File: config.mk
export PLATFORM = sky130hd
export DESIGN_NAME = flag_reg
export DESIGN_NICKNAME = d
export VERILOG_FILES = /design/src/cpu_pkg.sv /design/src/flag_reg.sv
export SDC_FILE = /design/constraint.sdc
export NUM_CORES = 1
export LEC_CHECK = 0
export ABC_AREA = 0
export BUFFER_PORTS_ARGS = -buffer_cell sky130_fd_sc_hd__buf_2
export CAP_MARGIN = 20
export CORE_AREA = 2 2 39 41
export CTS_BUF_LIST = sky130_fd_sc_hd__clkbuf_8
export DETAILED_ROUTE_END_ITERATION = 10
export DIE_AREA = 0 0 41 43
export MAX_ROUTING_LAYER = met4
export PLACE_DENSITY = 0.35
export SLEW_MARGIN = 5
export SYNTH_ARGS = -nofsm -noshare
export SYNTH_HDL_FRONTEND = slang
export SYNTH_SLANG_ARGS = --single-unit
File: constraint.sdc
create_clock -name clk -period 0.8 [get_ports clk]
set_input_delay 0.08 -clock clk [delete_from_list [all_inputs] [get_ports clk]]
set_output_delay 0.08 -clock clk [all_outputs]
set_load 0.005 [all_outputs]
File: src/cpu_pkg.sv
`default_nettype none

package cpu_pkg;

  // datapath word, also used for pc and instructions
  typedef logic [15:0] word_t;
  // register number
  typedef logic [3:0] reg_idx_t;
  // conditional branch offset, counted in halfwords
  typedef logic [8:0] br_off_t;
  // saved flags, z n v from msb down
  typedef logic [2:0] flags_t;

  localparam int FLAG_Z = 2;
  localparam int FLAG_N = 1;
  localparam int FLAG_V = 0;

  // opcode field, instr[15:12]
  typedef enum logic [3:0] {
    OP_ADD = 4'h0,
    OP_SUB = 4'h1,
    OP_XOR = 4'h2,
    OP_AND = 4'h3,
    OP_SLL = 4'h4,
    OP_SRA = 4'h5,
    OP_ROR = 4'h6,
    OP_OR  = 4'h7,
    OP_LW  = 4'h8,
    OP_SW  = 4'h9,
    OP_LLB = 4'hA,
    OP_LHB = 4'hB,
    OP_B   = 4'hC,
    OP_BR  = 4'hD,
    OP_NOP = 4'hE,
    OP_HLT = 4'hF
  } opcode_t;

  typedef enum logic [3:0] {
    ALU_ADD,
    ALU_SUB,
    ALU_XOR,
    ALU_AND,
    ALU_SLL,
    ALU_SRA,
    ALU_ROR,
    ALU_OR,
    ALU_LLB,
    ALU_LHB
  } alu_op_t;

  typedef enum logic [1:0] {
    BR_NONE = 2'd0,
    BR_COND = 2'd1,
    BR_REG  = 2'd2,
    BR_HALT = 2'd3
  } branch_t;

  // condition field of B, instr[11:9]
  typedef enum logic [2:0] {
    COND_NE     = 3'd0,
    COND_EQ     = 3'd1,
    COND_GT     = 3'd2,
    COND_LT     = 3'd3,
    COND_GE     = 3'd4,
    COND_LE     = 3'd5,
    COND_OV     = 3'd6,
    COND_ALWAYS = 3'd7
  } cond_t;

endpackage

`default_nettype wire

File: src/flag_reg.sv
`timescale 1ns/1ns
`default_nettype none

module flag_reg
  import cpu_pkg::*;
(
  input  wire clk,
  input  wire rst_n,
  input  wire stall,
  input  wire z_en,
  input  wire nv_en,
  input  wire z_in,
  input  wire n_in,
  input  wire v_in,
  output flags_t flags
);

  always_ff @(posedge clk) begin
    if (!rst_n) begin
      flags <= '0;
    end else if (!stall) begin
      // z follows every alu op
      if (z_en) begin
        flags[FLAG_Z] <= z_in;
      end
      // n and v only from add/sub, so xor etc. leave them alone
      if (nv_en) begin
        flags[FLAG_N] <= n_in;
        flags[FLAG_V] <= v_in;
      end
    end
  end

endmodule

`default_nettype wire

== Word-level counts from Yosys, hierarchy flattened ==
Cells that the tools add are included.
Cells by class
  reduce and logical (&&, ||, !) cells: 2
  bitwise operators: 1
Operators with widths (count)
  AND reduction 2 bit: 2
  inverter 1 bit: 1
Word-level totals
  bits of input ports: 8
  flip-flop bits (word level): 3
  output and inout bits: 3
  word-level logic and storage cells: 5

== Logic depth before layout (Yosys ltp) ==
  word-level depth: 2
  gate-level depth with buffers: 2
  depth with buffers taken out: 2

== Worst setup path after synthesis ==
OpenSTA, ideal clock, no wires.
  path type: register -> register
  start point: register, netlist name flags[0]
  end point: register flags[0]
  buffers on the path: 0
  slack: 268 ps
  arrival: 461 ps
  required time: 728 ps
  clock period less this slack: 532 ps
  library setup time: 72 ps
  stages on the path, launching flop included: 3
  cell sequence: dfxtp_1 > nand2_1 > mux2i_1
RTL lines
  to (signal, indexed assignment): RTL line flag_reg.sv:24  | flags[FLAG_Z] <= z_in;
  to (signal, indexed assignment): RTL line flag_reg.sv:28  | flags[FLAG_N] <= n_in;
  to (signal, indexed assignment): RTL line flag_reg.sv:29  | flags[FLAG_V] <= v_in;
  to (decl): RTL line flag_reg.sv:15  | output flags_t flags

== Worst setup path after layout ==
  start point: register flags[0]
  end point: output flags[0]
No word-level cell between the ends.

==> summary.txt <==
Status
  – Status: completed

Critical path
  – Setup CP Type: flop to output port
  – R2r startpoint: flags[0]
  – Crit path from: flags[0]
  – Crit path DAT: 0.66 ns
  – R2R cell count: 2
  – Worst path top cell family by delay: flip-flops
  – Reg2reg setup slack: 0.23 ns
  – Critical-path cell list: buf_2
  – Worst path bufs/invs: 1
  – Crit start category: flop
  – Critical Path RT: 0.72 ns
  – Critical Path Sink Type: output port
  – WP depth: 1
  – Worst r2r dst: flags[0]
  – Slowest CP cell: dfxtp_1
  – CP endpoint: flags[0]
  – Largest stage delay, worst path: 0.33 ns
  – Max FO, Critical Path: 2

Layout
  – Fill count: 162
  – Largest regs: flags x3
  – ANT cells: 0
  – Nets: 37
  – Largest Register: flags
  – Final instance area: 243 µm²
  – Area grow syn2layout: 90.2%
  – Max reg flops: 3
  – Share of layout cells above drive strength 1: 0.500
  – Fin cells: 44

Yosys
  – Mapped Cells: 14
  – Post-synth ARST share: 0
  – Average cell area after synthesis: 9.12 µm²
  – Post-synth EDFFs: 0
  – Area share of the largest cell type after synthesis: 0.471
  – Top-count cell post-synth: nand2_1
  – Area leader, netlist: dfxtp_1
  – Synth Cell Area: 128 µm²
  – Flops & latches, synth: 3
  – Main flop type after synthesis: dfxtp_1
  – Register area share after synthesis: 0.471
  – Post-Syn Nets: 22
  – Top post-synthesis cells by area: dfxtp_1, mux2i_1, nand2_1
  – Synth cell count leaders: nand2_1, dfxtp_1, mux2i_1, nor2b_1, nor2b_2
  – Warning count from the yosys run: 0
  – Synth cell types: 5

Floorplanning
  – Core area: 1380 µm²
  – Die width: 41 µm
  – Initial Utilization: 0.0922
  – I/O pins: 11
  – Full die area: 1760 µm²
  – Core Rows: 14
  – Die H: 43 µm

STA
  – Worst clock skew: 0 ns
  – RSZ-0062 raised after global routing: false
  – Crit path time final: 0.742 ns
  – Max Clock Freq: 1350 MHz
  – Final hold violations: 0
  – Worst-margin pin slew: 0.156 ns
  – Fin Setup TNS: 0 ns
  – Fin. max-slew vios: 0
  – Setup-failing EPs final: 0
  – Max transition margin: 0.895
  – Fin worst setup slack: 0.0575 ns
  – Fin crit share: 0.928
  – Fin Hold WS: 0.117 ns

Pwr
  – Power Density: 2630 nW/µm²
  – Max IR drop VDD: 0.415 mV
  – Leak: 0.121 nW

Placed design
  – Pre-CTS setup slack: 0.173 ns
  – RD Place Congestion: 0.606
  – PortBufs: 10
  – DP Area: 198 µm²
  – DP Cell Count: 40

CTS
  – H-tree depth: 1
  – CTS clk-pin slew, worst paths: 0.03 ns
  – Hold_buf cts: 0
  – Total CTS buffers: 3
  – TritonCTS Sinks: 3
  – Post_cts resized: 0
  – Post-CTS Setup Inserts: 0
  – Clock Tree Buf Depth: 2
  – Clock tree from TritonCTS: done
  – Root Driver: clkbuf_8
  – Clock Latency Late Sink: 0.21 ns

Drt
  – Vias: 141
  – DRC Markers: 0
  – Drt total wl: 362 µm
  – Detail Route Antenna Nets: 0
  – DRT Pass-1 Iters: 1
  – 1st-iter DRT viols: 0
  – WL/cell: 8.23 µm
  – Vias/cell: 3.20

Global routing
  – Vias in the first global route: 149
  – Global-route wire length before repair: 593 µm
  – Initial antenna violation count: 0
  – Pin count of the biggest net entering global routing: 7
  – GRT Overall Usage: 0.0638
  – Global route overflow: 0

Worst hold path
  – Worst hold path class: primary input to flop

Job
  – Max-cap violations: 0
## layout by cell type, fill, tap and decap left out, drive strengths merged
cell type / count
clkbuf: 3
mux2i: 3
nand2: 6
dfxtp: 3
inv: 1
nor2b: 2
buf: 10
## per-layer routing
| layer | vias to the layer above | share of wire | GRT usage |
|---|---|---|---|
| met5 | - | 0 | - |
| met4 | 0 | 0.050 | 0.100 |
| met3 | 2 | 0.24 | 0.0524 |
| met2 | 13 | 0.27 | 0.0500 |
| met1 | 54 | 0.44 | 0.0675 |
| li1 | 72 | - | - |
## layout make-up
type | count | area, µm² | area share
sequential | 3 | 60.1 | 0.247
tap | 16 | 20.0 | 0.0825
timing repair buffer | 10 | 50.0 | 0.206
clock buffer | 3 | 41.3 | 0.170
multi-input combinational | 11 | 67.6 | 0.278
clock inverter | 1 | 3.75 | 0.0155
## how the worst min path moves through the flow
stage	start	endpoint	slack, ns	cells after the start
after floorplan	v_in	flags[0]	0.22	2
after global placement	v_in	flags[0]	0.34	3
after detailed placement	n_in	flags[1]	0.34	3
after CTS	n_in	flags[1]	0.12	3
after global routing	n_in	flags[1]	0.13	3
final	n_in	flags[1]	0.12	3
## tightest hold or removal path: stages
cell,delay (ns)
buf_2,0.10
nand2_1,0.05
mux2i_1,0.05
## metrics by stage
step                utilization  power, mW
floorplan                     -      0.182
global placement          0.143      0.211
detailed placement        0.143      0.214
CTS                       0.175      0.651
global route              0.175      0.675
finish                    0.175      0.638
## power breakdown
group,leakage (nW),switching [mW],internal (mW)
clock network,0.0269,0.101,0.327
registers,0.0246,0.00371,0.159
logic,0.0698,0.0209,0.0278
## cell families after synthesis
kind of cell / share of synthesized area
flip-flops: 0.471
multiplexers: 0.235
AND/OR/NAND/NOR: 0.294
Note: power is estimated with default switching activity, not from simulation.
