===== config.mk =====
export PLATFORM = sky130hd
export DESIGN_NAME = register_file
export DESIGN_NICKNAME = d
export VERILOG_FILES = /design/src/cpu_pkg.sv /design/src/register_file.sv
export SDC_FILE = /design/constraint.sdc
export NUM_CORES = 1
export LEC_CHECK = 0
export BUFFER_PORTS_ARGS = -buffer_cell sky130_fd_sc_hd__buf_2
export CORE_MARGIN = 4
export CORE_UTILIZATION = 45
export CTS_CLUSTER_DIAMETER = 30
export DETAILED_ROUTE_END_ITERATION = 16
export PLACE_DENSITY_LB_ADDON = 0.3
export SYNTH_ARGS = -nofsm -noshare
export SYNTH_HDL_FRONTEND = slang
export SYNTH_SLANG_ARGS = --single-unit

===== constraint.sdc =====
create_clock -name clk -period 2.39 [get_ports clk]
set_input_delay 0.478 -clock clk [delete_from_list [all_inputs] [get_ports clk]]
set_output_delay 0.478 -clock clk [all_outputs]
set_load 0.02 [all_outputs]

===== src/cpu_pkg.sv =====
`default_nettype none

package cpu_pkg;

  // datapath word, also used for pc and instructions
  typedef logic [15:0] word_t;
  // register number
  typedef logic [3:0] reg_idx_t;
  // conditional branch offset, counted in halfwords
  typedef logic [8:0] br_off_t;
  // saved flags, z n v from msb down
  typedef logic [2:0] flags_t;

  localparam int FLAG_Z = 2;
  localparam int FLAG_N = 1;
  localparam int FLAG_V = 0;

  // opcode field, instr[15:12]
  typedef enum logic [3:0] {
    OP_ADD = 4'h0,
    OP_SUB = 4'h1,
    OP_XOR = 4'h2,
    OP_AND = 4'h3,
    OP_SLL = 4'h4,
    OP_SRA = 4'h5,
    OP_ROR = 4'h6,
    OP_OR  = 4'h7,
    OP_LW  = 4'h8,
    OP_SW  = 4'h9,
    OP_LLB = 4'hA,
    OP_LHB = 4'hB,
    OP_B   = 4'hC,
    OP_BR  = 4'hD,
    OP_NOP = 4'hE,
    OP_HLT = 4'hF
  } opcode_t;

  typedef enum logic [3:0] {
    ALU_ADD,
    ALU_SUB,
    ALU_XOR,
    ALU_AND,
    ALU_SLL,
    ALU_SRA,
    ALU_ROR,
    ALU_OR,
    ALU_LLB,
    ALU_LHB
  } alu_op_t;

  typedef enum logic [1:0] {
    BR_NONE = 2'd0,
    BR_COND = 2'd1,
    BR_REG  = 2'd2,
    BR_HALT = 2'd3
  } branch_t;

  // condition field of B, instr[11:9]
  typedef enum logic [2:0] {
    COND_NE     = 3'd0,
    COND_EQ     = 3'd1,
    COND_GT     = 3'd2,
    COND_LT     = 3'd3,
    COND_GE     = 3'd4,
    COND_LE     = 3'd5,
    COND_OV     = 3'd6,
    COND_ALWAYS = 3'd7
  } cond_t;

endpackage

`default_nettype wire


===== src/register_file.sv =====
`timescale 1ns/1ns
`default_nettype none

module register_file
  import cpu_pkg::*;
(
  input  wire           clk,
  input  wire           rst_n,
  input  wire reg_idx_t src1,
  input  wire reg_idx_t src2,
  input  wire reg_idx_t dst,
  input  wire           write,
  input  wire word_t    dst_data,
  output word_t         src1_data,
  output word_t         src2_data
);

  word_t regs [16];

  always_ff @(posedge clk) begin
    if (!rst_n) begin
      for (int i = 0; i < 16; i++) begin
        regs[i] <= '0;
      end
    end else if (write && (dst != '0)) begin
      // r0 writes are dropped here
      regs[dst] <= dst_data;
    end
  end

  // both read ports async, r0 forced to zero
  assign src1_data = (src1 == '0) ? '0 : regs[src1];
  assign src2_data = (src2 == '0) ? '0 : regs[src2];

  // r0 storage itself must stay clear, whatever the trace reported
  r0_stays_zero: assert property (
    @(posedge clk) disable iff (!rst_n)
    regs[0] == '0
  );

endmodule

`default_nettype wire


== Word-level counts from Yosys, hierarchy flattened ==
Memories as Yosys holds them, arrays and structs flattened.
Cells that the tools add are included.

* Register bits after elaboration: 0
* Memory bits (writable): 256
* Input bits: 31
* Output and inout bits: 32
* Word-level logic and storage cells: 15
* Memories: 1

* Mux-type cells: 9
* Reductions and logical operators: 5

{| class="wikitable"
|+ Memory list
! memory !! words !! width !! rd ports !! clocked after Yosys merged registers in !! wr ports !! line !! source
|-
| regs || 16 || 16 || 2 || 0 || 16 || register_file.sv:18 || <nowiki>word_t regs [16];</nowiki>
|}

{| class="wikitable"
|+ Operator list
! kind !! count
|-
| $mux W16 || 3
|-
| $reduce_or A16 Y1 || 1
|-
| $logic_not A4 Y1 || 2
|-
| $mux W1 || 5
|-
| $mux W4 || 1
|-
| $reduce_bool A4 Y1 || 1
|-
| $logic_and A1 B1 Y1 || 1
|}

== Logic depth before layout (Yosys ltp) ==
* Word-level depth: 7
* Mapped depth: 7
* Mapped depth without buffers: 4

== Worst setup path before layout ==
Ideal clock, no wire load.

* Path type: input -> register
* From: input port rst_n
* To: memory regs[6][0] (netlist name), enable pin
* Library setup time: 411 ps
* Arrival: 2124 ps
* Required time: 1979 ps
* Path slack: -145 ps
* Stages: 3
* Buffers on the path: 1
* Cell sequence: clkbuf_2 nand4b_4 o21ai_0

{| class="wikitable"
|+ RTL lines
! item !! line !! source
|-
| start: declaration || register_file.sv:8 || <nowiki>input wire rst_n,</nowiki>
|-
| end: declaration || register_file.sv:18 ||
|}

==> summary.txt <==
Worst hold path
  • Hold_sp: rst_n
  • Hold Path Class: in2reg

Power
  • Pwr/cell area: 771.2 nW/um^2
  • Lkg Pwr: 6.366 nW
  • Worst vdd ir: 0.4807 mV

Timing
  • Max Slew Vio Count: 0
  • Final hold vios: 0
  • Slew HR: 0.3814
  • FMAX: 398.9 MHz
  • Final setup violation count: 30
  • RSZ-0062 raised after global routing: true
  • Minimum clock period: 2.507 ns
  • Final setup margin: -0.1166 ns
  • Final Cycle Share: 1.049
  • Total negative setup slack: -1.743 ns
  • Least-Margin Pin Slew: 0.9268 ns

Drt
  • Post-DRT Antenna Nets: 0
  • DRT Wirelength: 39,550 um
  • Drt wl/cell: 26.06 um
  • Vias: 9,031
  • Initial drt markers: 1,029
  • Via density: 5.949
  • Drt pass-1 iters: 5
  • Residual DRC: 0

Yosys
  • Simple-Gate Fraction of Synth Area: 0.1466
  • Synth warnings: 0
  • Syn Nets: 962
  • Syn_area_per_cell: 14.10 um^2
  • Combinational family with the most area after synthesis: multiplexers
  • Synth Area in Compound Gates: 0.06118
  • Post-synthesis register bit count: 241
  • Mux share of post-synthesis cell area: 0.2096
  • Synth cell types: 36
  • Synth Area in XOR/XNOR: 0
  • Cell taking the most area after synthesis: edfxtp_1
  • Post-Syn Instances: 931
  • Synth Cell Area: 13,130 um^2
  • Post-synthesis adder-cell area fraction: 0
  • Top cell type's share of synthesized area: 0.5512
  • Top cells by area, synth: edfxtp_1 (55%), mux4_2 (11%), and2_1 (11%)
  • Sequential element share of the synthesized area: 0.5512

Global route
  • Initial antenna violation count: 3
  • GRT Overall Usage: 0.2452
  • First-pass GRT wire length: 58,180 um
  • Largest net degree at the start of global routing: 29
  • GR Overflow Total: 0
  • Number of global-route vias before repair: 9,211

Outcome
  • Status: finished with violations
  • Failing checks: setup timing

Layout
  • Area Growth Syn to Fin: 31.63%
  • Nets: 1,126
  • Filler Cell Count: 2,067
  • Register with the most flip-flops: regs
  • Largest register FFs: 241
  • Most frequent cells in the layout: edfxtp_1 (241), and2_1 (240), buf_4 (117)
  • Layout cells sized above 1: 0.4274
  • Most common cell after layout, fill and taps aside: edfxtp_1
  • Top flop regs: regs: 241 flops

Clock tree
  • Hold-fix buffers at CTS: 0
  • CTS sink cnt: 241
  • CTS tree: yes
  • # H-tree levels: 2
  • Buffer levels on the longest clock path: 3
  • CTS root buf: clkbuf_16
  • Reg clk slew, reported paths: 0.05 ns
  • CTS buffer count: 44

Floorplanning
  • Row count: 62
  • Core area: 28,780 um^2
  • Die Y: 178.8 um
  • Die Area: 31,970 um^2
  • Initial Util: 0.4562
  • I/O pins: 63
  • Die Wd: 178.8 um

Placement
  • IO buf count: 62
  • Pre-CTS WS: -0.5379 ns
  • Routability Congestion: 0.9246
  • DP Wirelength: 25,450 um

Critical path
  • CP startpoint: regs[10][6]
  • Worst EP arrival: 2.03 ns
  • Critical path peak fanout: 2
  • Worst endpoint required time: 1.91 ns
  • Critical path type: reg2out
  • Worst setup SP type: flop
  • CP endpoint kind: output pin
  • CP endpoint: src2_data[6]

Run
  • Max-cap check violation count: 0
-- worst max-delay path, cell delays in order (launching register included) --
cell      delay (ns)
edfxtp_1        0.39
mux2_2          0.27
a221o_1         0.32
a21oi_2         0.18
a21oi_1         0.11
buf_2           0.22
-- power breakdown --
group          switching (mW)  leakage, nW  internal [mW]
combinational           0.974         3.33          0.853
clock                    2.18        0.736           4.26
sequential              0.150         2.30           4.91
total                    3.30         6.37           10.0
-- routing by layer --
metal	vias up	wire, um	global-route usage
met3	104	2545	0.04007
met5	-	0	0
met1	4593	15430	0.3172
met2	420	20070	0.4134
li1	3914	-	-
met4	0	1502	0.09914
-- synthesized netlist by cell type --
cell type,instances
buf_1,3
nor2b_1,1
nand2_2,1
buf_6,3
and3b_1,1
mux4_2,67
nand4_4,1
nor3b_1,2
mux2_2,17
edfxtp_1,241
nor2_1,15
o21ai_0,10
conb_1,1
a221o_1,15
nand3_1,1
inv_1,2
o22ai_1,14
nor3_4,3
buf_4,5
a21oi_1,47
a22oi_1,15
nand4b_4,2
buf_2,38
o31ai_1,1
and2_1,241
a31oi_1,1
clkbuf_2,1
clkbuf_1,33
and2b_1,1
nand2b_1,10
nor2_2,9
nand2_1,3
nor4_4,3
a2111oi_0,15
a211oi_1,3
mux2i_1,105
-- cell families after synthesis --
group                  Yosys count
AO/OA/AOI/OAI                  121
buffers and inverters           85
flip-flops                     241
multiplexers                   189
other                            1
AND/OR/NAND/NOR                294
-- worst min-delay path by stage --
| stage | to | slack (ns) | cells after the start |
|---|---|---|---|
| finish | regs[0][14] | 0.41 | 2 |
| detailed placement | regs[0][14] | 0.93 | 2 |
| CTS | regs[0][14] | 0.39 | 2 |
| floorplan | regs[1][0] | 0.68 | 1 |
| global route | regs[0][14] | 0.43 | 2 |
| global placement | regs[0][14] | 0.93 | 2 |
-- timing repair --
action / 4_1_cts / 5_1_grt
setup endpoints to repair: 32 / 32
pin swaps: 25 / 26
gates resized for setup: 125 / 75
setup buffers: 28 / 12
cloned: 1 / 2
-- final cells by class --
type,instances,area [um^2],share of cell area
clock buffers,46,1109,0.06415
inverters,2,7.507,0.0004344
flip-flops and latches,241,7237,0.4188
clock inverters,35,427.9,0.02476
multi-input cells,605,6157,0.3563
well taps,384,480.5,0.02780
repair buffers,201,1853,0.1072
diodes,4,10.01,0.0005792
-- per-stage QoR --
step,hold WS [ns],instances,cell area [um^2],power (mW),utilization
floorplan,0.6762,931,13130,5.918,-
global placement,0.9290,1395,14550,6.537,0.5054
detailed placement,0.9330,1395,14550,6.564,0.5054
CTS,0.3939,1501,16820,13.20,0.5846
global route,0.4263,1517,17280,13.69,0.6004
finish,0.4129,1518,17280,13.33,0.6005
Note: power is estimated with default switching activity, not from simulation.
