## src/cpu_pkg.sv

```systemverilog
`default_nettype none

package cpu_pkg;

  // datapath word, also used for pc and instructions
  typedef logic [15:0] word_t;
  // register number
  typedef logic [3:0] reg_idx_t;
  // conditional branch offset, counted in halfwords
  typedef logic [8:0] br_off_t;
  // saved flags, z n v from msb down
  typedef logic [2:0] flags_t;

  localparam int FLAG_Z = 2;
  localparam int FLAG_N = 1;
  localparam int FLAG_V = 0;

  // opcode field, instr[15:12]
  typedef enum logic [3:0] {
    OP_ADD = 4'h0,
    OP_SUB = 4'h1,
    OP_XOR = 4'h2,
    OP_AND = 4'h3,
    OP_SLL = 4'h4,
    OP_SRA = 4'h5,
    OP_ROR = 4'h6,
    OP_OR  = 4'h7,
    OP_LW  = 4'h8,
    OP_SW  = 4'h9,
    OP_LLB = 4'hA,
    OP_LHB = 4'hB,
    OP_B   = 4'hC,
    OP_BR  = 4'hD,
    OP_NOP = 4'hE,
    OP_HLT = 4'hF
  } opcode_t;

  typedef enum logic [3:0] {
    ALU_ADD,
    ALU_SUB,
    ALU_XOR,
    ALU_AND,
    ALU_SLL,
    ALU_SRA,
    ALU_ROR,
    ALU_OR,
    ALU_LLB,
    ALU_LHB
  } alu_op_t;

  typedef enum logic [1:0] {
    BR_NONE = 2'd0,
    BR_COND = 2'd1,
    BR_REG  = 2'd2,
    BR_HALT = 2'd3
  } branch_t;

  // condition field of B, instr[11:9]
  typedef enum logic [2:0] {
    COND_NE     = 3'd0,
    COND_EQ     = 3'd1,
    COND_GT     = 3'd2,
    COND_LT     = 3'd3,
    COND_GE     = 3'd4,
    COND_LE     = 3'd5,
    COND_OV     = 3'd6,
    COND_ALWAYS = 3'd7
  } cond_t;

endpackage

`default_nettype wire

```

## src/memory1c.sv

```systemverilog
`timescale 1ns/1ns
`default_nettype none

module memory1c
  import cpu_pkg::*;
#(
  parameter int AW = 8
) (
  input  wire        clk,
  input  wire        rst_n,
  input  wire word_t addr,
  input  wire word_t data_in,
  input  wire        wr,
  output word_t      data_out
);

  localparam int DEPTH = 2 ** AW;

  word_t mem [DEPTH];
  logic [AW-1:0] word_addr;

  // byte address in, bit 0 dropped
  assign word_addr = addr[AW:1];

  // contents survive reset so a loaded program stays put
  // but nothing gets written while reset is held
  always_ff @(posedge clk) begin
    if (wr && rst_n) begin
      mem[word_addr] <= data_in;
    end
  end

  // async read, same cycle as the address
  assign data_out = mem[word_addr];

endmodule

`default_nettype wire

```

## config.mk

```make
export PLATFORM = sky130hd
export DESIGN_NAME = memory1c
export DESIGN_NICKNAME = d
export VERILOG_FILES = /design/src/cpu_pkg.sv /design/src/memory1c.sv
export SDC_FILE = /design/constraint.sdc
export NUM_CORES = 2
export LEC_CHECK = 0
export ABC_CLOCK_PERIOD_IN_PS = 7090
export BUFFER_PORTS_ARGS = -buffer_cell sky130_fd_sc_hd__buf_2
export CORE_ASPECT_RATIO = 1.5
export CORE_MARGIN = 5
export CORE_UTILIZATION = 55
export CTS_BUF_LIST = sky130_fd_sc_hd__clkbuf_8
export CTS_CLUSTER_DIAMETER = 50
export DETAILED_ROUTE_END_ITERATION = 7
export PLACE_DENSITY = 0.81
export SETUP_SLACK_MARGIN = 0.02
export SLEW_MARGIN = 20
export SYNTH_ARGS = -nofsm -noshare
export SYNTH_HDL_FRONTEND = slang
export SYNTH_SLANG_ARGS = --single-unit
```

## constraint.sdc

```tcl
create_clock -name clk -period 7.09 [get_ports clk]
set_clock_uncertainty 0.05 [all_clocks]
set_input_delay 2.127 -clock clk [delete_from_list [all_inputs] [get_ports clk]]
set_output_delay 2.127 -clock clk [all_outputs]
set_load 0.03 [all_outputs]
```

**Yosys cells after proc, flatten, opt, wreduce, memory -nomap -nowiden**

Memories as Yosys holds them, arrays and structs flattened.
Cells that the tools add are included.

- Register bits: 0
- Memory bits (writable): 4096
- Bits of input ports: 35
- Output and inout bits: 16
- Logic and storage cells: 4
- Memories: 1

- Mux-type cells: 2
- Reduce and logical (&&, ||, !) cells: 1

Memories:

| memory | words | bits a word | read ports | clocked after memory_dff | write ports | line | source |
|---|---|---|---|---|---|---|---|
| mem | 256 | 16 | 1 | 0 | 1 | memory1c.sv:19 | `word_t mem [DEPTH];` |

Operator list:

| cell | number |
|---|---|
| 1-bit two-way mux | 2 |
| 1-bit logical AND | 1 |

**Logic depth before layout (Yosys ltp)**

- Depth after elaboration: 3
- Gate-level depth with buffers: 8
- Gate-level depth less buffers: 5

**Worst setup path before layout**

OpenSTA, ideal clock, no wires.

- Kind: in2out
- Start: input addr[1]
- End: output data_out[10]
- Arrival: 4327 ps
- Setup slack: 586 ps
- Stages on the path: 7
- Path buffers: 2
- Path through: buf_2 > buf_1 > mux4_2 > a22oi_1 > a21oi_1 > o41ai_1 > nand4_1

- Cells in the longest elaborated chain, start to end: 1

Ends and longest elaborated chain:

| element | line | source |
|---|---|---|
| from (decl) | memory1c.sv:11 | `input wire word_t addr,` |
| memory read 256 x 16 bit | - |  |
| to (decl) | memory1c.sv:14 | `output word_t data_out` |

No other way between the ends.

**Final worst setup path**

- Start: input addr[1]
- End: output data_out[12]

Same word-level chain as after synthesis.

==> impl_metrics.env <==
export IMPL_outcome="complete, but fails checks"
export IMPL_violations="setup timing"
export IMPL_core_area_um2=280200
export IMPL_route_met2_wl_um=207800
export IMPL_max_slew_worst_pin_slew_ns=1.307
export IMPL_crit_fanout=12
export IMPL_wirelength_um=428300
export IMPL_setup_violations=16
export IMPL_cts_htree_levels=6
export IMPL_top_layer="met5"
export IMPL_port_buffer_count=42
export IMPL_synthesis_area_um2=154800
export IMPL_finalWorstSetupSlack_ns=-0.4559
export IMPL_routed_via_count=81791
export IMPL_met1_length_um=125700
export IMPL_fillers=15993
export IMPL_slew_limit_headroom_pct=12.68
export IMPL_min_path_type="in2reg"
export IMPL_drive_gt1_share_pct=36.11
export IMPL_synth_cells=6688
export IMPL_cp_required_ns=4.91
export IMPL_max_vdd_ir_drop_uv=152.5
export IMPL_fin_crit_ns=7.546
export IMPL_gp_congestion=0.8536
export IMPL_ctsHoldBuffers=0
export IMPL_seq_power_share_pct=56.9
export IMPL_largestRegisters="mem: 4096 flops"
export IMPL_cts_buffers=543
export IMPL_die_y_um=659.7
export IMPL_placedCellCount=10827
export IMPL_max_cap_violations=0
export IMPL_ys_types=20
export IMPL_end_kind="output pin"
export IMPL_root_buffer="clkbuf_8"
export IMPL_power_switching_mw=10.42
export IMPL_grt_pass1_vias=83477
export IMPL_grt_pass1_wl_um=606600
export IMPL_io_pins=51
export IMPL_power_density_nw_per_um2=261.1
export IMPL_rows=238
export IMPL_p_leak_nw=56.81
export IMPL_wl_per_cell_um=35.90
export IMPL_clock_path_buffers=4
export IMPL_hold_path_depth=1
export IMPL_vias_per_cell=6.856
export IMPL_rsz0062_at_grt="true"
export IMPL_antenna_found_initial=26
export IMPL_top_register="mem"
export IMPL_ys_seq_area_share_pct=79.48
export IMPL_route_met3_wl_um=55930
export IMPL_post_route_drc_count=0
export IMPL_drt_first_iter_violations=13470
export IMPL_hold_slack_ns=1.480
export IMPL_clk_pin_slew_ns=0.06
export IMPL_ys_seq_elements=4096
export IMPL_stdcell_count=11930
export IMPL_tns_ns=-4.873
export IMPL_arrival_ns=5.37
export IMPL_syn_avg_cell_area_um2=23.14
export IMPL_grtUsageTotal_pct=28.99
export IMPL_synth_async_reset_ratio_pct=0
export IMPL_synth_edf_count=4096
export IMPL_area_growth_pct=15.97
export IMPL_grt_max_degree=209
export IMPL_total_power_mw=46.86
export IMPL_sw_frac_of_total_pct=22.24
export IMPL_cts_tree="yes"
export IMPL_numClockSinks=4096
export IMPL_hold_start="data_in[10]"
export IMPL_maxSlewViolCount=0
export IMPL_yosysWarnings=0
export IMPL_ant_nets=0
export IMPL_largest_reg_flops=4096
export IMPL_combPwrFrac_pct=6.0
export IMPL_start_util_pct=55.23
export IMPL_hold_violations=0
export IMPL_syn_num_nets=6723
export IMPL_place_hpwl_um=237500
export IMPL_clock_power_share_pct=37.1
export IMPL_dp_worst_setup_slack_ns=-0.5145
export IMPL_hold_path_end="mem[33][10]"
export IMPL_cp_start_kind="input port"
export IMPL_synthFlopType="edfxtp_1"
export IMPL_grt_ovfl_total=0
export IMPL_p_int_mw=36.44
export IMPL_fp_dieArea_um2=292300
export IMPL_fin_crit_sh_pct=106.4
export IMPL_clock_fmax_mhz=132.5
export IMPL_die_x_um=443.1
export IMPL_dr_pass1_iters=6
export IMPL_critical_path_class="in2out"
export IMPL_nNetsFinal=7832
-- Yosys cell counts (all sizes together) (4+ instances only) --
master  count  area share, %
a22oi     512            2.5
nand3       4          0.013
nand4      16          0.065
o41ai      64           0.36
clkbuf    269           0.65
buf       143           0.45
nor2      259           0.63
a21oi     256           0.83
nor2b       6          0.024
edfxtp   4096             79
nand2      30          0.073
mux4     1024             15
-- power by group through the flow --
stage	clock, mW	sequential (mW)	combinational, mW
2_1_floorplan	0	27.2	1.15
3_3_place_gp	0	27.2	2.36
3_5_place_dp	0	27.2	2.46
4_1_cts	17.3	26.7	2.64
5_1_grt	18.6	26.6	2.89
6_report	17.4	26.7	2.81
-- worst max-delay path by stage --
stage	from	end	cells after the start
2_1_floorplan	addr[1]	data_out[10]	7
3_3_place_gp	addr[1]	data_out[13]	12
3_5_place_dp	addr[1]	data_out[13]	12
4_1_cts	addr[1]	data_out[10]	13
5_1_grt	addr[1]	data_out[9]	13
6_report	addr[1]	data_out[12]	13
-- worst max-delay path, cell delays in order --
cell,delay (ns)
buf_16,0.14
buf_12,0.18
buf_16,0.17
buf_16,0.16
mux4_2,0.53
a22oi_2,0.24
a21oi_1,0.10
buf_4,0.20
o41ai_4,0.74
buf_6,0.23
nand4_1,0.11
buf_4,0.19
buf_4,0.18
-- cell usage in the layout, fill, tap and decap left out, types with 35 or more instances in the layout --
cell type / netlist / layout
edfxtp_1: 4096 / 4096
clkinv_2: 0 / 53
a22oi_2: 0 / 102
buf_6: 0 / 35
a22oi_1: 512 / 410
a21oi_2: 0 / 64
nor2_1: 259 / 256
clkbuf_8: 0 / 584
o41ai_2: 0 / 54
clkinv_1: 0 / 122
a21oi_1: 256 / 177
buf_12: 0 / 110
buf_4: 11 / 753
inv_1: 0 / 127
mux4_2: 1024 / 1024
-- logic make-up after synthesis --
logic type	synth area share [%]
buf+inv	1.107
flops	79.48
simple gates	0.8416
mux	14.90
compound gates	3.674
-- final cells by class --
cell class / count / area [um^2] / share of cell area [%]
multi-input cells: 2180 / 31610 / 17.61
clock buffers: 573 / 7886 / 4.394
well taps: 3720 / 4654 / 2.593
repair buffers: 976 / 9842 / 5.484
flip-flops and latches: 4096 / 123000 / 68.53
diodes: 18 / 45.04 / 0.02510
clock inverters: 367 / 2437 / 1.358
-- layer usage --
layer	global-route usage, %	vias up
met1	34.67	41280
met2	46.31	7685
li1	-	31132
met3	7.187	1678
met4	21.16	16
met5	0	-
-- what timing repair did --
| item | in CTS | in global routing |
|---|---|---|
| endpoints found under the setup margin | 16 | 16 |
| resized for setup | 226 | 136 |
| endpoints found under the hold margin | 0 | 0 |
| gates cloned | 11 | 6 |
| setup buffers | 63 | 72 |
| pin swaps | 40 | 68 |
-- per-stage QoR --
stage	cell area, um^2	utilization (%)
final	179500	64.05
after global routing	179400	64.04
after CTS	178000	63.53
after detailed placement	165600	59.10
after global placement	165600	59.10
after floorplan	154800	-
(Power assumes the default switching activity.)
