`config.mk`:
```
export PLATFORM = sky130hd
export DESIGN_NAME = alu
export DESIGN_NICKNAME = d
export VERILOG_FILES = /design/src/cpu_pkg.sv /design/src/alu.sv
export SDC_FILE = /design/constraint.sdc
export NUM_CORES = 1
export LEC_CHECK = 0
export BUFFER_PORTS_ARGS = -buffer_cell sky130_fd_sc_hd__buf_2
export CAP_MARGIN = 20
export CELL_PAD_IN_SITES_DETAIL_PLACEMENT = 0
export CELL_PAD_IN_SITES_GLOBAL_PLACEMENT = 1
export CORE_MARGIN = 3
export CORE_UTILIZATION = 35
export DETAILED_ROUTE_END_ITERATION = 6
export PLACE_DENSITY_LB_ADDON = 0.1
export SYNTH_ARGS = -nofsm -noshare
export SYNTH_HDL_FRONTEND = slang
export SYNTH_SLANG_ARGS = --single-unit
```
`constraint.sdc`:
```
create_clock -name vclk -period 3.8
set_clock_uncertainty 0.05 [all_clocks]
set_input_delay 0.19 -clock vclk [all_inputs]
set_output_delay 0.19 -clock vclk [all_outputs]
set_load 0.02 [all_outputs]
```
`src/cpu_pkg.sv`:
```
`default_nettype none

package cpu_pkg;

  // datapath word, also used for pc and instructions
  typedef logic [15:0] word_t;
  // register number
  typedef logic [3:0] reg_idx_t;
  // conditional branch offset, counted in halfwords
  typedef logic [8:0] br_off_t;
  // saved flags, z n v from msb down
  typedef logic [2:0] flags_t;

  localparam int FLAG_Z = 2;
  localparam int FLAG_N = 1;
  localparam int FLAG_V = 0;

  // opcode field, instr[15:12]
  typedef enum logic [3:0] {
    OP_ADD = 4'h0,
    OP_SUB = 4'h1,
    OP_XOR = 4'h2,
    OP_AND = 4'h3,
    OP_SLL = 4'h4,
    OP_SRA = 4'h5,
    OP_ROR = 4'h6,
    OP_OR  = 4'h7,
    OP_LW  = 4'h8,
    OP_SW  = 4'h9,
    OP_LLB = 4'hA,
    OP_LHB = 4'hB,
    OP_B   = 4'hC,
    OP_BR  = 4'hD,
    OP_NOP = 4'hE,
    OP_HLT = 4'hF
  } opcode_t;

  typedef enum logic [3:0] {
    ALU_ADD,
    ALU_SUB,
    ALU_XOR,
    ALU_AND,
    ALU_SLL,
    ALU_SRA,
    ALU_ROR,
    ALU_OR,
    ALU_LLB,
    ALU_LHB
  } alu_op_t;

  typedef enum logic [1:0] {
    BR_NONE = 2'd0,
    BR_COND = 2'd1,
    BR_REG  = 2'd2,
    BR_HALT = 2'd3
  } branch_t;

  // condition field of B, instr[11:9]
  typedef enum logic [2:0] {
    COND_NE     = 3'd0,
    COND_EQ     = 3'd1,
    COND_GT     = 3'd2,
    COND_LT     = 3'd3,
    COND_GE     = 3'd4,
    COND_LE     = 3'd5,
    COND_OV     = 3'd6,
    COND_ALWAYS = 3'd7
  } cond_t;

endpackage

`default_nettype wire

```
`src/alu.sv`:
```
`timescale 1ns/1ns
`default_nettype none

module alu
  import cpu_pkg::*;
(
  input  wire word_t   a,
  input  wire word_t   b,
  input  wire alu_op_t op,
  output word_t        result,
  output logic         z,
  output logic         n,
  output logic         v
);

  word_t       sum;
  word_t       diff;
  logic [3:0]  sh;
  logic [31:0] rot;

  // shift and rotate amounts use the low nibble only
  assign sh   = b[3:0];
  assign sum  = a + b;
  assign diff = a - b;
  // doubled word shifted right, low half is the rotate
  assign rot  = {a, a} >> sh;

  always_comb begin
    v = 1'b0;
    case (op)
      ALU_ADD: begin
        result = sum;
        // same operand signs, result sign flipped
        v = (a[15] == b[15]) && (sum[15] != a[15]);
      end
      ALU_SUB: begin
        result = diff;
        v = (a[15] != b[15]) && (diff[15] != a[15]);
      end
      ALU_XOR: result = a ^ b;
      ALU_AND: result = a & b;
      ALU_OR:  result = a | b;
      ALU_SLL: result = a << sh;
      ALU_SRA: result = word_t'($signed(a) >>> sh);
      ALU_ROR: result = rot[15:0];
      // keep high byte of rd, take imm8 low
      ALU_LLB: result = {a[15:8], b[7:0]};
      // imm8 high, low byte of rd kept
      ALU_LHB: result = {b[7:0], a[7:0]};
      default: result = sum;
    endcase
  end

  // raw flags, flag_reg decides what sticks
  assign z = (result == '0);
  assign n = result[15];

endmodule

`default_nettype wire

```
Word-level counts from Yosys, hierarchy flattened
Index checks and enable logic that the tools add are counted.

Input bits: 36. Output and inout bits: 19. Logic and storage cells: 27. Bits in registers: 0.

Shift operators: 3. Bitwise gates (word level): 3. Muxes and demuxes: 2. Reduce and logical (&&, ||, !) cells: 4. Add/subtract/negate cells: 2. Equal/unequal tests: 13.

Operator list (count): $pmux 16 s9 (1); $shr 32x4->16 (1); $add 16x16->16 (1); $and 16x16->16 (1); $eq 4x3->1 const B (4); $logic_not 16->1 (1); $or 16x16->16 (1); $shl 16x4->16 (1); $sshr 16x4->16 (1); $sub 16x16->16 (1); $xor 16x16->16 (1); $eq 4x2->1 const B (2); $eq 4x4->1 const B (2); $eq 4x1->1 const B (1); $logic_not 4->1 (1); $ne 1x1->1 (3); $logic_and 1x1->1 (2); $pmux 1 s2 (1); $eq 1x1->1 (1).

Longest topological paths before layout
Depth in word-level cells: 4. Depth in mapped cells: 15. Depth with buffers taken out: 13.

Worst setup path before layout
OpenSTA, ideal clock, no wires.

Path type: input to output. Start point: input b[2]. End point: output z. Buffers on the path: 4. Data required time: 3560 ps. Stages on the path: 15. Slack: -405 ps. Arrival time: 3965 ps. Path through: clkbuf_1 > inv_2 > buf_2 > buf_1 > ha_1 > clkbuf_1 > nand2b_1 > a221o_1 > nand2_1 > a41oi_1 > a221o_1 > a21o_1 > or4_1 > nor4b_2 > nor3b_2.

Word-level cells in the longest chain between the ends: 3. Elaborated cells on any way between the ends: 10. Classes of those cells: 2 x add/sub; 3 x shift; 1 x mux; 3 x bitwise; 1 x reduce/logical.

Ends and longest elaborated chain: start: declaration (RTL line alu.sv:8) `input wire word_t b,`; $add 16x16->16 (tied with other cells) (RTL line alu.sv:23) `assign sum = a + b;`; $pmux 16 s9 * (RTL line alu.sv:30) `case (op)`; via result[10] (RTL line alu.sv:10) `output word_t result,`; $logic_not 16->1 * (RTL line alu.sv:55) `assign z = (result == '0);`; end: declaration (RTL line alu.sv:11) `output logic z,`.

Mark *: on every way through the listed nets, which the timed path passes. The rest lies on a longest branch.

Final worst setup path
Start point: input b[0]. End point: output z.

Word-level cells in the longest chain between the ends: 3. Elaborated cells on any way between the ends: 10. Classes of those cells: 2 x add/sub; 3 x shift; 1 x mux; 3 x bitwise; 1 x reduce/logical.

Ends and longest elaborated chain (RTL line): $add 16x16->16 (tied with other cells) (alu.sv:23); $pmux 16 s9 * (alu.sv:30); $logic_not 16->1 * (alu.sv:55).

Every way passes the cells marked *; elsewhere a longest branch is shown, timed or not.

==> metrics list <==
* Post-detailed-placement half-perimeter wirelength: 20000 microns
- The die is around 120 microns tall.
- After detailed routing, the number of vias per cell comes to between 6 and 7.
- At the placement stage, the worst setup path has a slack of 0.0298 ns.
* Post-synth top cells: sky130_fd_sc_hd__nand2_1 (51), sky130_fd_sc_hd__nor2_1 (49), sky130_fd_sc_hd__ha_1 (48), sky130_fd_sc_hd__inv_1 (48), sky130_fd_sc_hd__a21oi_1 (45)
- The number of nets handed over by synthesis was between 700 and 800.
- Proportion of synthesized chip area in sequential cells: 0
- Reported max-cap violation count: 0
- The sequential cells in the finished layout cover a total of 0 sq um.
- Type of element launching the critical path: input pin
- Global Route Usage Sum: 0.319
* Mapped cell area: 0.00474 sq mm
- By area the synthesized netlist is led by sky130_fd_sc_hd__ha_1 (13%), sky130_fd_sc_hd__mux4_2 (11%), sky130_fd_sc_hd__mux2i_1 (5.3%), sky130_fd_sc_hd__a21oi_1 (4.7%), sky130_fd_sc_hd__nand2_1 (4.0%).
- Maximum frequency from static timing analysis: ~0.27 GHz
- The final layout contains routed wiring with a total length of about 24000 microns.
- The initial antenna violation count came to 0.
- The worst hold path belongs to the class in2out.
- The max-slew violation count is 0.
* Area growth, synth to finish: 27.2%
- The worst-case IR drop observed on VDD is about 70 uV.
- Crit path DAT: between 3 and 4 ns
* Final std cell area, no fill: approximately 0.0060 sq mm
* Total instance count after detailed placement: 946
- In this run the standard cell core region covers about 0.013 sq mm.
* Gr ovfl total: 0
- Required time reported for the critical path endpoint: 3.56 ns
- CP Class: in2out
- The first global-routing pass estimated between 30000 and 40000 microns of wire.
- 0 antenna diodes ended up in the layout.
- For the final routed database, the setup TNS stands at 0 ns.
- The die covers between 0.01 and 0.015 sq mm.
- Leading cell type by number of instances after synthesis: sky130_fd_sc_hd__nand2_1
- Synth warn: 0
* Cell type with the largest total area after synthesis: sky130_fd_sc_hd__ha_1
- Of the available clock period, the critical path in the final layout requires 0.967.
- After detailed routing, the average wire length per cell comes to roughly 26 microns.
- For this run, the number of standard cells in the final layout without fillers is 946.
- NumNets Final: roughly 860
* Total number of placement rows: between 40 and 50
- Final-report hold violation count: 0
* Layout cell share with drive strength beyond 1: 0.314
- The design has 0 sequential cells.
- Crit end category: output pin
* Initial core utilization: 0.367
- 55 I/O pins were placed.
* Count of cell types in the netlist: 81
- Remaining DRCs: 0
- At the end of routability-driven placement, the weighted congestion stood at about 1.0.
- Leakage power total: between 0.002 and 0.003 uW
* Count of routing violations after the opening detailed-route iteration: between 600 and 700
- The routed design uses 2250 microns of met3 wire.
* Cell Area, Placed: 0.00595 sq mm
- Highest fanout seen on the critical path: 7
- Synthesis handed over a netlist of roughly 650 instances.
- Number of global-route vias before repair: ~6000
* Post-synth top area share: 0.127
- Horizontal extent of the die: roughly 120 microns
* Count of cells along the worst hold path: 6
- Detailed-routing iteration count for the pre-antenna-repair pass: 5
* Transition at the pin with the smallest max-transition slack: roughly 1.1 ns
- The flow ran to the end, and the final reports show no timing, DRC or antenna violations.
* Power per Cell Area: 163 mW/mm^2
- Maximum number of pins on one net before global-route repair: 42
* Highest routed layer: met4
- In this run the tool buffered the top-level ports with 55 buffer cells.
* Wire length on met2: between 10000 and 15000 microns
- Average cell area after synthesis: roughly 7.3 sq um
- After layout, the clock buffer instance count stands at 0.
- Filler cell count in the final layout: roughly 1400
- Period minus WS final: ~3.7 ns
- Relative max-transition margin: 0.271
- Total vias in the final route: around 6200
- DRT antenna net count: 0
- Setup violations remaining at the end of the flow were counted as 0.
- Setup slack closes at ~0.13 ns.
- In the final routing, the length of wire on met1 measures between 10000 and 15000 microns.
per-layer routing:
layer / track usage / up-vias
li1: - / 2750
met1: 0.434 / 2984
met2: 0.501 / 358
met3: 0.0594 / 77
met4: 0.120 / 0
met5: 0 / -
path summary, 6_finish.rpt:
| path | startpoint | to | slack [ns] |
|---|---|---|---|
| setup / recovery | b[0] | z | 0.13 |
| hold / removal | b[7] | result[7] | 1.07 |
report_power, final:
group	internal (uW)	switching (uW)
combinational	415	570
clock	0	0
sequential	0	0
cells by family (layout without fill, tap and decap cells):
logic type	after synthesis	after routing	synth area share
AOI/OAI and AO/OA	229	229	0.343
and+or+nand+nor	200	200	0.219
buffers and inverters	107	230	0.0981
muxes	60	60	0.196
adders and majority gates	50	50	0.135
xor gates and xnor gates	5	5	0.00923
layout make-up:
| class | instances | area [sq um] | area share |
|---|---|---|---|
| Timing Repair Buffer | 180 | 1250 | 0.208 |
| Multi-Input combinational cell | 544 | 4380 | 0.725 |
| Tap cell | 172 | 215 | 0.0357 |
| Inverter | 50 | 188 | 0.0311 |
timing repair:
action,CTS,global route
gates resized for setup,0,18
buffers inserted,0,0
hold buffers,0,0
setup endpoints to repair,0,1
cell usage in the layout (no fill, tap or decap), drive strengths merged, types with 9 or more instances in the layout:
master / synthesis / layout
o21ai: 38 / 38
inv: 50 / 50
a211oi: 20 / 20
a21oi: 45 / 45
mux4: 25 / 25
ha: 48 / 48
nand3: 12 / 12
nand2b: 10 / 10
buf: 31 / 180
o221ai: 9 / 9
o211ai: 13 / 13
mux2: 10 / 10
mux2i: 25 / 25
nor2: 49 / 49
nor3: 21 / 21
nand2: 51 / 51
per-stage QoR:
step | utilization | total power [uW] | hold WS [ns]
3_5_place_dp | 0.461 | 947 | 1.03
2_1_floorplan | - | 547 | 0.635
5_1_grt | 0.467 | 1050 | 1.11
6_report | 0.467 | 985 | 1.07
4_1_cts | 0.461 | 951 | 1.03
3_3_place_gp | 0.461 | 945 | 1.03
worst max-delay path, stage by stage:
cell and delay, ns:
sky130_fd_sc_hd__buf_2 0.18, sky130_fd_sc_hd__buf_4 0.21, sky130_fd_sc_hd__mux4_2 0.57, sky130_fd_sc_hd__mux2i_2 0.25, sky130_fd_sc_hd__nor2_1 0.10, sky130_fd_sc_hd__a2111o_1 0.38
sky130_fd_sc_hd__nor2_1 0.11, sky130_fd_sc_hd__or4b_4 0.50, sky130_fd_sc_hd__nor4_2 0.24, sky130_fd_sc_hd__buf_4 0.16, sky130_fd_sc_hd__nor4b_2 0.19, sky130_fd_sc_hd__nor3b_4 0.20
sky130_fd_sc_hd__buf_4 0.16
Power figures use the tool's default switching activity.
