<file path="config.mk">
export PLATFORM = sky130hd
export DESIGN_NAME = control
export DESIGN_NICKNAME = d
export VERILOG_FILES = /design/src/cpu_pkg.sv /design/src/control.sv
export SDC_FILE = /design/constraint.sdc
export NUM_CORES = 1
export LEC_CHECK = 0
export BUFFER_PORTS_ARGS = -buffer_cell sky130_fd_sc_hd__buf_2
export CAP_MARGIN = 5
export CORE_AREA = 2 2 39 41
export DETAILED_ROUTE_END_ITERATION = 6
export DIE_AREA = 0 0 41 43
export PLACE_DENSITY = 0.37
export SLEW_MARGIN = 0
export SYNTH_ARGS = -nofsm -noshare
export SYNTH_HDL_FRONTEND = slang
export SYNTH_SLANG_ARGS = --single-unit
</file>
<file path="constraint.sdc">
create_clock -name vclk -period 0.8
set_clock_uncertainty 0.1 [all_clocks]
set_input_delay 0.08 -clock vclk [all_inputs]
set_output_delay 0.08 -clock vclk [all_outputs]
set_load 0.01 [all_outputs]
</file>
<file path="src/cpu_pkg.sv">
`default_nettype none

package cpu_pkg;

  // datapath word, also used for pc and instructions
  typedef logic [15:0] word_t;
  // register number
  typedef logic [3:0] reg_idx_t;
  // conditional branch offset, counted in halfwords
  typedef logic [8:0] br_off_t;
  // saved flags, z n v from msb down
  typedef logic [2:0] flags_t;

  localparam int FLAG_Z = 2;
  localparam int FLAG_N = 1;
  localparam int FLAG_V = 0;

  // opcode field, instr[15:12]
  typedef enum logic [3:0] {
    OP_ADD = 4'h0,
    OP_SUB = 4'h1,
    OP_XOR = 4'h2,
    OP_AND = 4'h3,
    OP_SLL = 4'h4,
    OP_SRA = 4'h5,
    OP_ROR = 4'h6,
    OP_OR  = 4'h7,
    OP_LW  = 4'h8,
    OP_SW  = 4'h9,
    OP_LLB = 4'hA,
    OP_LHB = 4'hB,
    OP_B   = 4'hC,
    OP_BR  = 4'hD,
    OP_NOP = 4'hE,
    OP_HLT = 4'hF
  } opcode_t;

  typedef enum logic [3:0] {
    ALU_ADD,
    ALU_SUB,
    ALU_XOR,
    ALU_AND,
    ALU_SLL,
    ALU_SRA,
    ALU_ROR,
    ALU_OR,
    ALU_LLB,
    ALU_LHB
  } alu_op_t;

  typedef enum logic [1:0] {
    BR_NONE = 2'd0,
    BR_COND = 2'd1,
    BR_REG  = 2'd2,
    BR_HALT = 2'd3
  } branch_t;

  // condition field of B, instr[11:9]
  typedef enum logic [2:0] {
    COND_NE     = 3'd0,
    COND_EQ     = 3'd1,
    COND_GT     = 3'd2,
    COND_LT     = 3'd3,
    COND_GE     = 3'd4,
    COND_LE     = 3'd5,
    COND_OV     = 3'd6,
    COND_ALWAYS = 3'd7
  } cond_t;

endpackage

`default_nettype wire

</file>
<file path="src/control.sv">
`timescale 1ns/1ns
`default_nettype none

module control
  import cpu_pkg::*;
(
  input  wire opcode_t opcode,
  output logic         reg_write,
  output logic         mem_write,
  output logic         mem_to_reg,
  output logic         alu_src_imm,
  output logic         z_en,
  output logic         nv_en,
  output alu_op_t      alu_op,
  output branch_t      branch
);

  always_comb begin
    // everything idle unless the opcode says otherwise
    reg_write   = 1'b0;
    mem_write   = 1'b0;
    mem_to_reg  = 1'b0;
    alu_src_imm = 1'b0;
    z_en        = 1'b0;
    nv_en       = 1'b0;
    alu_op      = ALU_ADD;
    branch      = BR_NONE;
    case (opcode)
      // register-register alu ops, z always, n/v for add and sub only
      OP_ADD, OP_SUB, OP_XOR, OP_AND, OP_OR: begin
        reg_write = 1'b1;
        z_en      = 1'b1;
        nv_en     = (opcode == OP_ADD) || (opcode == OP_SUB);
        alu_op    = alu_op_t'(opcode);
      end
      // shift amount comes from imm4
      OP_SLL, OP_SRA, OP_ROR: begin
        reg_write   = 1'b1;
        z_en        = 1'b1;
        alu_src_imm = 1'b1;
        alu_op      = alu_op_t'(opcode);
      end
      // address = rs + sext(imm4)
      OP_LW: begin
        reg_write   = 1'b1;
        mem_to_reg  = 1'b1;
        alu_src_imm = 1'b1;
      end
      OP_SW: begin
        mem_write   = 1'b1;
        alu_src_imm = 1'b1;
      end
      OP_LLB, OP_LHB: begin
        reg_write   = 1'b1;
        alu_src_imm = 1'b1;
        alu_op      = (opcode == OP_LLB) ? ALU_LLB : ALU_LHB;
      end
      OP_B:    branch = BR_COND;
      OP_BR:   branch = BR_REG;
      OP_HLT:  branch = BR_HALT;
      // nop falls through to the idle defaults
      default: branch = BR_NONE;
    endcase
  end

endmodule

`default_nettype wire

</file>
* Word level (Yosys, flattened, before mapping)
Index checks and enable logic that the tools add are counted.
Storage, ports and cells: flip-flop bits (word level) 0
Operators by class: eq/ne operators 14, multiplexer cells 9, reductions and logical operators 7
Operator list (number):
- $eq A4 B4 Y1 const B | 7
- $eq A4 B3 Y1 const B | 4
- $reduce_or A11 Y1 | 1
- $eq A4 B2 Y1 const B | 2
- $pmux W4 S2 | 1
- $reduce_or A8 Y1 | 1
- $mux W1 | 7
- $reduce_or A7 Y1 | 1
- $pmux W2 S3 | 1
- $reduce_or A5 Y1 | 1
- $eq A4 B1 Y1 const B | 1
- $logic_not A4 Y1 | 1
- $reduce_or A2 Y1 | 1
- $logic_or A1 B1 Y1 | 1

* Longest topological paths before layout
Gate-level depths: netlist of the first run.
depth in word-level cells 3, gate-level depth with buffers 2

* Least setup slack after synthesis of the first run
OpenSTA, ideal clock, no wires.
path kind input -> output, from input port opcode[2], to output port mem_to_reg, data arrival time 0.533 ns, required time 0.620 ns, path slack 0.087 ns, stages 2, buffers on the path 0, cells stage by stage nand2b_2 -> nor3_1
On the way: longest elaborated chain between the ends 2
Ends and longest elaborated chain:
- from (decl) | line control.sv:7 | input wire opcode_t opcode,
- $eq A4 B4 Y1 | line control.sv:28 | case (opcode)
- $mux W1 | line control.sv:28
- to (decl) | line control.sv:10 | output logic mem_to_reg,
Every way passes these cells.

* Final worst setup path of the first run
from input port opcode[2], to output port alu_src_imm
On the way: longest elaborated chain between the ends 3, elaborated cells on any way between the ends 9, those cells by class eq/ne (7); mux (1); reduce/logical (1)
Ends and longest elaborated chain:
- $eq A4 B4 Y1 or $eq A4 B3 Y1 (tied branches) | line control.sv:28
- $reduce_or A7 Y1 (no line) *
- $mux W1 * | line control.sv:28
- to (decl) | line control.sv:11 | output logic alu_src_imm,
Every way passes the cells marked *; elsewhere a longest branch is shown, timed or not.

==> summary.txt, run 1 <==
Place
  • Place WS: -0.106 ns
  • Placed instance count: 56
  • Hpwl dp: 360 µm
  • Buffers on Ports: 16
  • Routability cong.: 0.564

Worst setup path
  • Sequence of cells on the critical path: buf_8 > nand2b_4 > a21bo_1 > buf_2
  • CP Data Arrival Time: 0.62 ns
  • Worst Setup Start Kind: primary input
  • CP max-delay cell: a21bo_1
  • Worst-path fanout max: 5
  • Critical path endpoint category: output pin
  • Critical path class: in -> out
  • Max stage delay on crit path: 0.17 ns
  • Worst Path Required: 0.62 ns

STA
  • Max-slew headroom: 90.5%
  • Final setup margin: 0.00215 ns
  • Slew Limit Fails: 0
  • Final worst path period need: 0.798 ns
  • Final period utilization: 99.7%
  • F_max: 1.25 GHz
  • Setup TNS: 0 ns
  • # setup viols final: 0
  • Pin slew with the least headroom to its limit: 0.142 ns
  • RSZ-0062 raised after global routing: yes
  • Final hold vios: 0

Detailed routing
  • Routed vias/inst: 3.77
  • Final wirelength: 486 µm
  • DRC viols: 0
  • Pre-Repair DR Iteration Count: 1
  • Post-DR wirelength/cell: 8.68 µm
  • DR iter-0 viols: 0
  • Post-DRT Antenna Nets: 0
  • Via count: 211

Synthesis
  • Top cells by area, synth: nor2b_1 (16%), nor3b_2 (11%), a21bo_1 (8.5%)
  • Synth top area share: 16.0%
  • Mapped Nets: 23
  • Most frequent cell after synthesis: nor2b_1
  • Synth cell count leaders: nor2b_1 (3), inv_1 (2), nand2_1 (2), nor2_1 (2), nor3_1 (2)
  • Area leader, netlist: nor2b_1
  • Synth warn: 0
  • Syn avg cell area: 6.19 µm²
  • Cell Area, Synth: 118 µm²
  • Post-synthesis instance total: 19
  • Unique cell type count in the Yosys netlist: 13
  • Seq/Total Area, Yosys: 0%

Floorplanning
  • DIE HEIGHT: 43 µm
  • Die area: 1760 µm²
  • Row count: 14
  • # IOs: 16
  • Core region area: 1380 µm²
  • Die width: 41 µm
  • Initial Util: 8.50%

Power and ir drop
  • Leak: 0.185 nW
  • Design Power: 0.000160 W
  • PD cells: 504 nW/µm²
  • Worst ir drop on vdd: 0.000240 V

Job
  • MaxCap Viol Count: 0

Finish
  • Ant. Diodes: 0
  • Fillers: 159
  • Clkbuf count: 0
  • Fin cells: 56
  • Fin util: 23.0%
  • Fraction of layout cells with a size suffix above 1: 67.5%
  • Layout Nets: 46
  • FF+latch count: 0
  • Register area: 0 µm²
  • Area grow syn2layout: 170%

Worst hold path
  • Hold Path Class: in -> out

Global route
  • First-pass GRT wire length: 683 µm
  • Gr usage total: 5.00%
  • Vias in the first global route: 159
  • Pin count of the biggest net entering global routing: 9
  • Initial antenna violation count: 0
  • Grt total ovfl: 0

CTS
  • Hold buffers post-CTS: 0
  • Post-CTS setup buffer count: 0

Status
  • Outcome: finished, final reports clean
[cell usage in the layout, fill, tap and decap left out]
cell type	Yosys	routed
nor3b_2	1	1
buf_4	0	5
nor2b_4	0	2
nand2b_4	0	1
nor3_2	1	2
nand2_1	2	2
nor2b_1	3	1
a21boi_1	1	1
a21bo_1	1	1
nor3_1	2	1
and3_1	1	1
inv_1	2	2
buf_2	0	12
buf_12	0	1
o21ai_1	0	1
buf_8	0	1
nand2b_1	1	1
buf_6	0	2
nor2_1	2	2
[what timing repair did]
action / 4_1_cts / 5_1_grt
endpoints found under the hold margin: 0 / 0
gates resized for setup: 14 / 4
pin swaps: 3 / 1
setup endpoints to repair: 8 / 4
[kinds of logic after synthesis]
kind of cell	share of synthesized area, %
buf+inv	6.39
simple gates	74.5
compound gates	19.1
[metrics by stage]
step | hold WS (ns) | instance area (µm²)
5_1_grt | 0.331 | 318
4_1_cts | 0.345 | 300
3_5_place_dp | 0.384 | 255
3_3_place_gp | 0.380 | 255
6_report | 0.320 | 318
2_1_floorplan | 0.0936 | 118
[where the power goes]
group | internal, W | switching [W]
Sequential | 0 | 0
Clock | 0 | 0
Combinational | 0.0000898 | 0.0000705
Total | 0.0000898 | 0.0000705
[path summary, 6_finish.rpt]
path	from	depth (start not counted)	end	slack (ns)
hold / removal	opcode[1]	3	nv_en	0.32
setup / recovery	opcode[2]	4	alu_src_imm	0.002
[routing by layer]
layer | wire, µm | vias up | GRT usage [%]
li1 | - | 108 | -
met1 | 211 | 91 | 8.23
met2 | 211 | 12 | 7.50
met3 | 62 | 0 | 0
met4 | 0 | 0 | 0
met5 | 0 | - | 0
[cell type report]
type	instances	area (µm²)	share of cell area, %
inverters	2	7.51	2.36
multi-input cells	17	135	42.5
repair buffers	21	155	48.8
well taps	16	20.0	6.30
[worst max-delay path, delay by kind of cell]
kind,cells,cell delay [ns]
AO/OA/AOI/OAI,1,0.17
buffers and inverters,2,0.22
AND/OR/NAND/NOR,1,0.14
No activity file was read; power rests on OpenSTA's default activity.
==> run 2, diff against run 1 <==
ABC_AREA = 1   (was unset)
PLACE_DENSITY = unset   (was 0.37)
PLACE_DENSITY_LB_ADDON = 0.15   (was unset)
==> run 2 against run 1 <==
Effect of this change: synthesized cell count is 58% higher; via count grew 5.2%; combinational power is 14% lower; flip-flop and latch count did not move; core utilization is 3.2 points lower; clock-buffer cell count did not move; critical endpoint unchanged.
==> summary.txt, run 2 <==
STA
  • Max-slew headroom: 90.0% (-0.44 points)
  • Final period utilization: 94.8% (-4.9 points)
  • Pin slew with the least headroom to its limit: 0.148 ns (+0.00662 ns)
  • Slew Limit Fails: 0 (unchanged)
  • Final worst path period need: 0.758 ns (-0.0394 ns)
  • Final hold vios: 0 (unchanged)
  • # setup viols final: 0 (unchanged)
  • F_max: 1.32 GHz (+5.2%)
  • RSZ-0062 raised after global routing: no

Global route
  • Met3 GRT Util: 0.524% (+0.52 points)
  • Grt total ovfl: 0 (unchanged)
  • Met1 Use GR: 6.01% (-2.2 points)
  • Initial antenna violation count: 0 (unchanged)
  • Pin count of the biggest net entering global routing: 8 (-1)
  • Vias in the first global route: 171 (+7.5%)
  • GRT met2 Usage: 9.06% (+1.6 points)
  • First-pass GRT wire length: 655 µm (-4.1%)
  • Gr usage total: 4.90% (-0.10 points)
  • Busiest layer in global routing: met2

Finish
  • Layout Nets: 54 (+17%)
  • Most common cell after layout, fill and taps aside: buf_2
  • Final instance area: 274 µm² (-14%)
  • Ant. Diodes: 0 (unchanged)
  • Fraction of layout cells with a size suffix above 1: 58.3% (-9.2 points)
  • Clkbuf count: 0 (unchanged)
  • Area grow syn2layout: 138%
  • FF+latch count: 0 (unchanged)
  • Register area: 0 µm² (unchanged)
  • Most frequent cells in the layout: buf_2 (12), nand2_1 (8), nor2_1 (6)
  • Fin cells: 64 (+14%)

Synthesis
  • Synth cell count leaders: nand2_1 (12), nor2_1 (9), inv_1 (7), nor3_1 (2)
  • Seq/Total Area, Yosys: 0% (unchanged)
  • Area leader, netlist: nand2_1
  • Synth warn: 0 (unchanged)
  • Mapped Nets: 34 (+48%)
  • Cell Area, Synth: 115 µm² (-2.1%)
  • Top cells by area, synth: nand2_1 (39%), nor2_1 (29%), inv_1 (23%)
  • Syn avg cell area: 3.84 µm² (-38%)
  • Most frequent cell after synthesis: nand2_1
  • Post-synthesis instance total: 30 (+11)
  • Unique cell type count in the Yosys netlist: 4 (-9)
  • Synth top area share: 39.1% (+23 points)

CTS
  • Post-CTS setup buffer count: 0 (unchanged)
  • Hold buffers post-CTS: 0 (unchanged)

Worst setup path
  • Critical path class: in -> out
  • Critical path endpoint category: output pin
  • Worst Setup Start Kind: primary input
  • CP Data Arrival Time: 0.58 ns (-0.04 ns)
  • Worst-path fanout max: 5 (unchanged)
  • Worst Path Required: 0.62 ns (about the same)

Place
  • Routability cong.: 0.689 (+22%)
  • Placed instance count: 64 (+14%)
  • Buffers on Ports: 16 (unchanged)
  • Placement Cell Area: 230 µm² (-9.8%)
  • Hpwl dp: 391 µm (+8.6%)

Detailed routing
  • Post-DR wirelength/cell: 7.05 µm (-19%)
  • DRC viols: 0 (unchanged)
  • Post-DRT Antenna Nets: 0 (unchanged)
  • Via count: 222 (+5.2%)
  • Pre-Repair DR Iteration Count: 1 (unchanged)
  • Routed vias/inst: 3.47 (-7.9%)
  • DR iter-0 viols: 0 (unchanged)
  • Final wirelength: 451 µm (-7.2%)

Floorplanning
  • Row count: 14 (unchanged)
  • # IOs: 16 (unchanged)
  • Initial Util: 8.32% (-0.18 points)
  • Die area: 1760 µm² (unchanged)
  • Core region area: 1380 µm² (unchanged)
  • Die width: 41 µm (unchanged)
  • DIE HEIGHT: 43 µm (unchanged)

Worst hold path
  • Hold Path Class: in -> out

Status
  • Outcome: finished, final reports clean

Power and ir drop
  • PD cells: 505 nW/µm² (+0.25%)
  • Worst ir drop on vdd: 0.0000978 V (-59%)
  • Leak: 0.178 nW (-4.0%)

Job
  • MaxCap Viol Count: 0 (unchanged)
[run 2: cells by family after synthesis]
group                  Yosys count  share of synthesized area, %
AND/OR/NAND/NOR                 23                          77.2
buffers and inverters            7                          22.8
[run 2: critical path, cell delays in order]
cell and delay, ns:
buf_4 0.12, inv_2 0.05, nor2_2 0.11, nand2_1 0.06, nand2_1 0.05, buf_2 0.12
[run 2: worst paths after layout]
path | start | end | slack, ns | cells past startpoint
worst max-delay path | opcode[2] | alu_src_imm | 0.04 | 6
worst min-delay path | opcode[3] | alu_op[2] | 0.33 | 3
[run 2: layout make-up]
cell class | instances | area [µm²]
Timing Repair Buffer | 18 | 116
Fill cell | 172 | 1110
Multi-Input combinational cell | 23 | 111
Tap cell | 16 | 20.0
Inverter | 7 | 26.3
[run 2: power by group]
part           internal [W]  switching (W)
Clock                     0              0
Combinational     0.0000628      0.0000757
Sequential                0              0
Total             0.0000628      0.0000757
[run 2: metrics by stage]
step	setup TNS, ns	hold WS, ns	utilization [%]	worst slack [ns]	total power, W
floorplan	0	0.107	-	0.143	0.0000533
global placement	-0.0445	0.382	16.6	-0.0200	0.000115
detailed placement	-0.0205	0.378	16.6	-0.0141	0.000115
CTS	0	0.359	17.2	0.00400	0.000120
global route	0	0.348	19.8	0.00679	0.000154
finish	0	0.334	19.8	0.0415	0.000138
[run 2: repair_timing]
action	4_1_cts	5_1_grt
endpoints found under the setup margin	2	7
hold endpoints to repair	0	0
gates resized for setup	3	16
pin swaps	0	4
[run 2: metal layers]
layer	routed length (µm)	share of wire (%)
met5	0	0
met1	179	40
met2	247	55
met3	24	5.3
met4	0	0
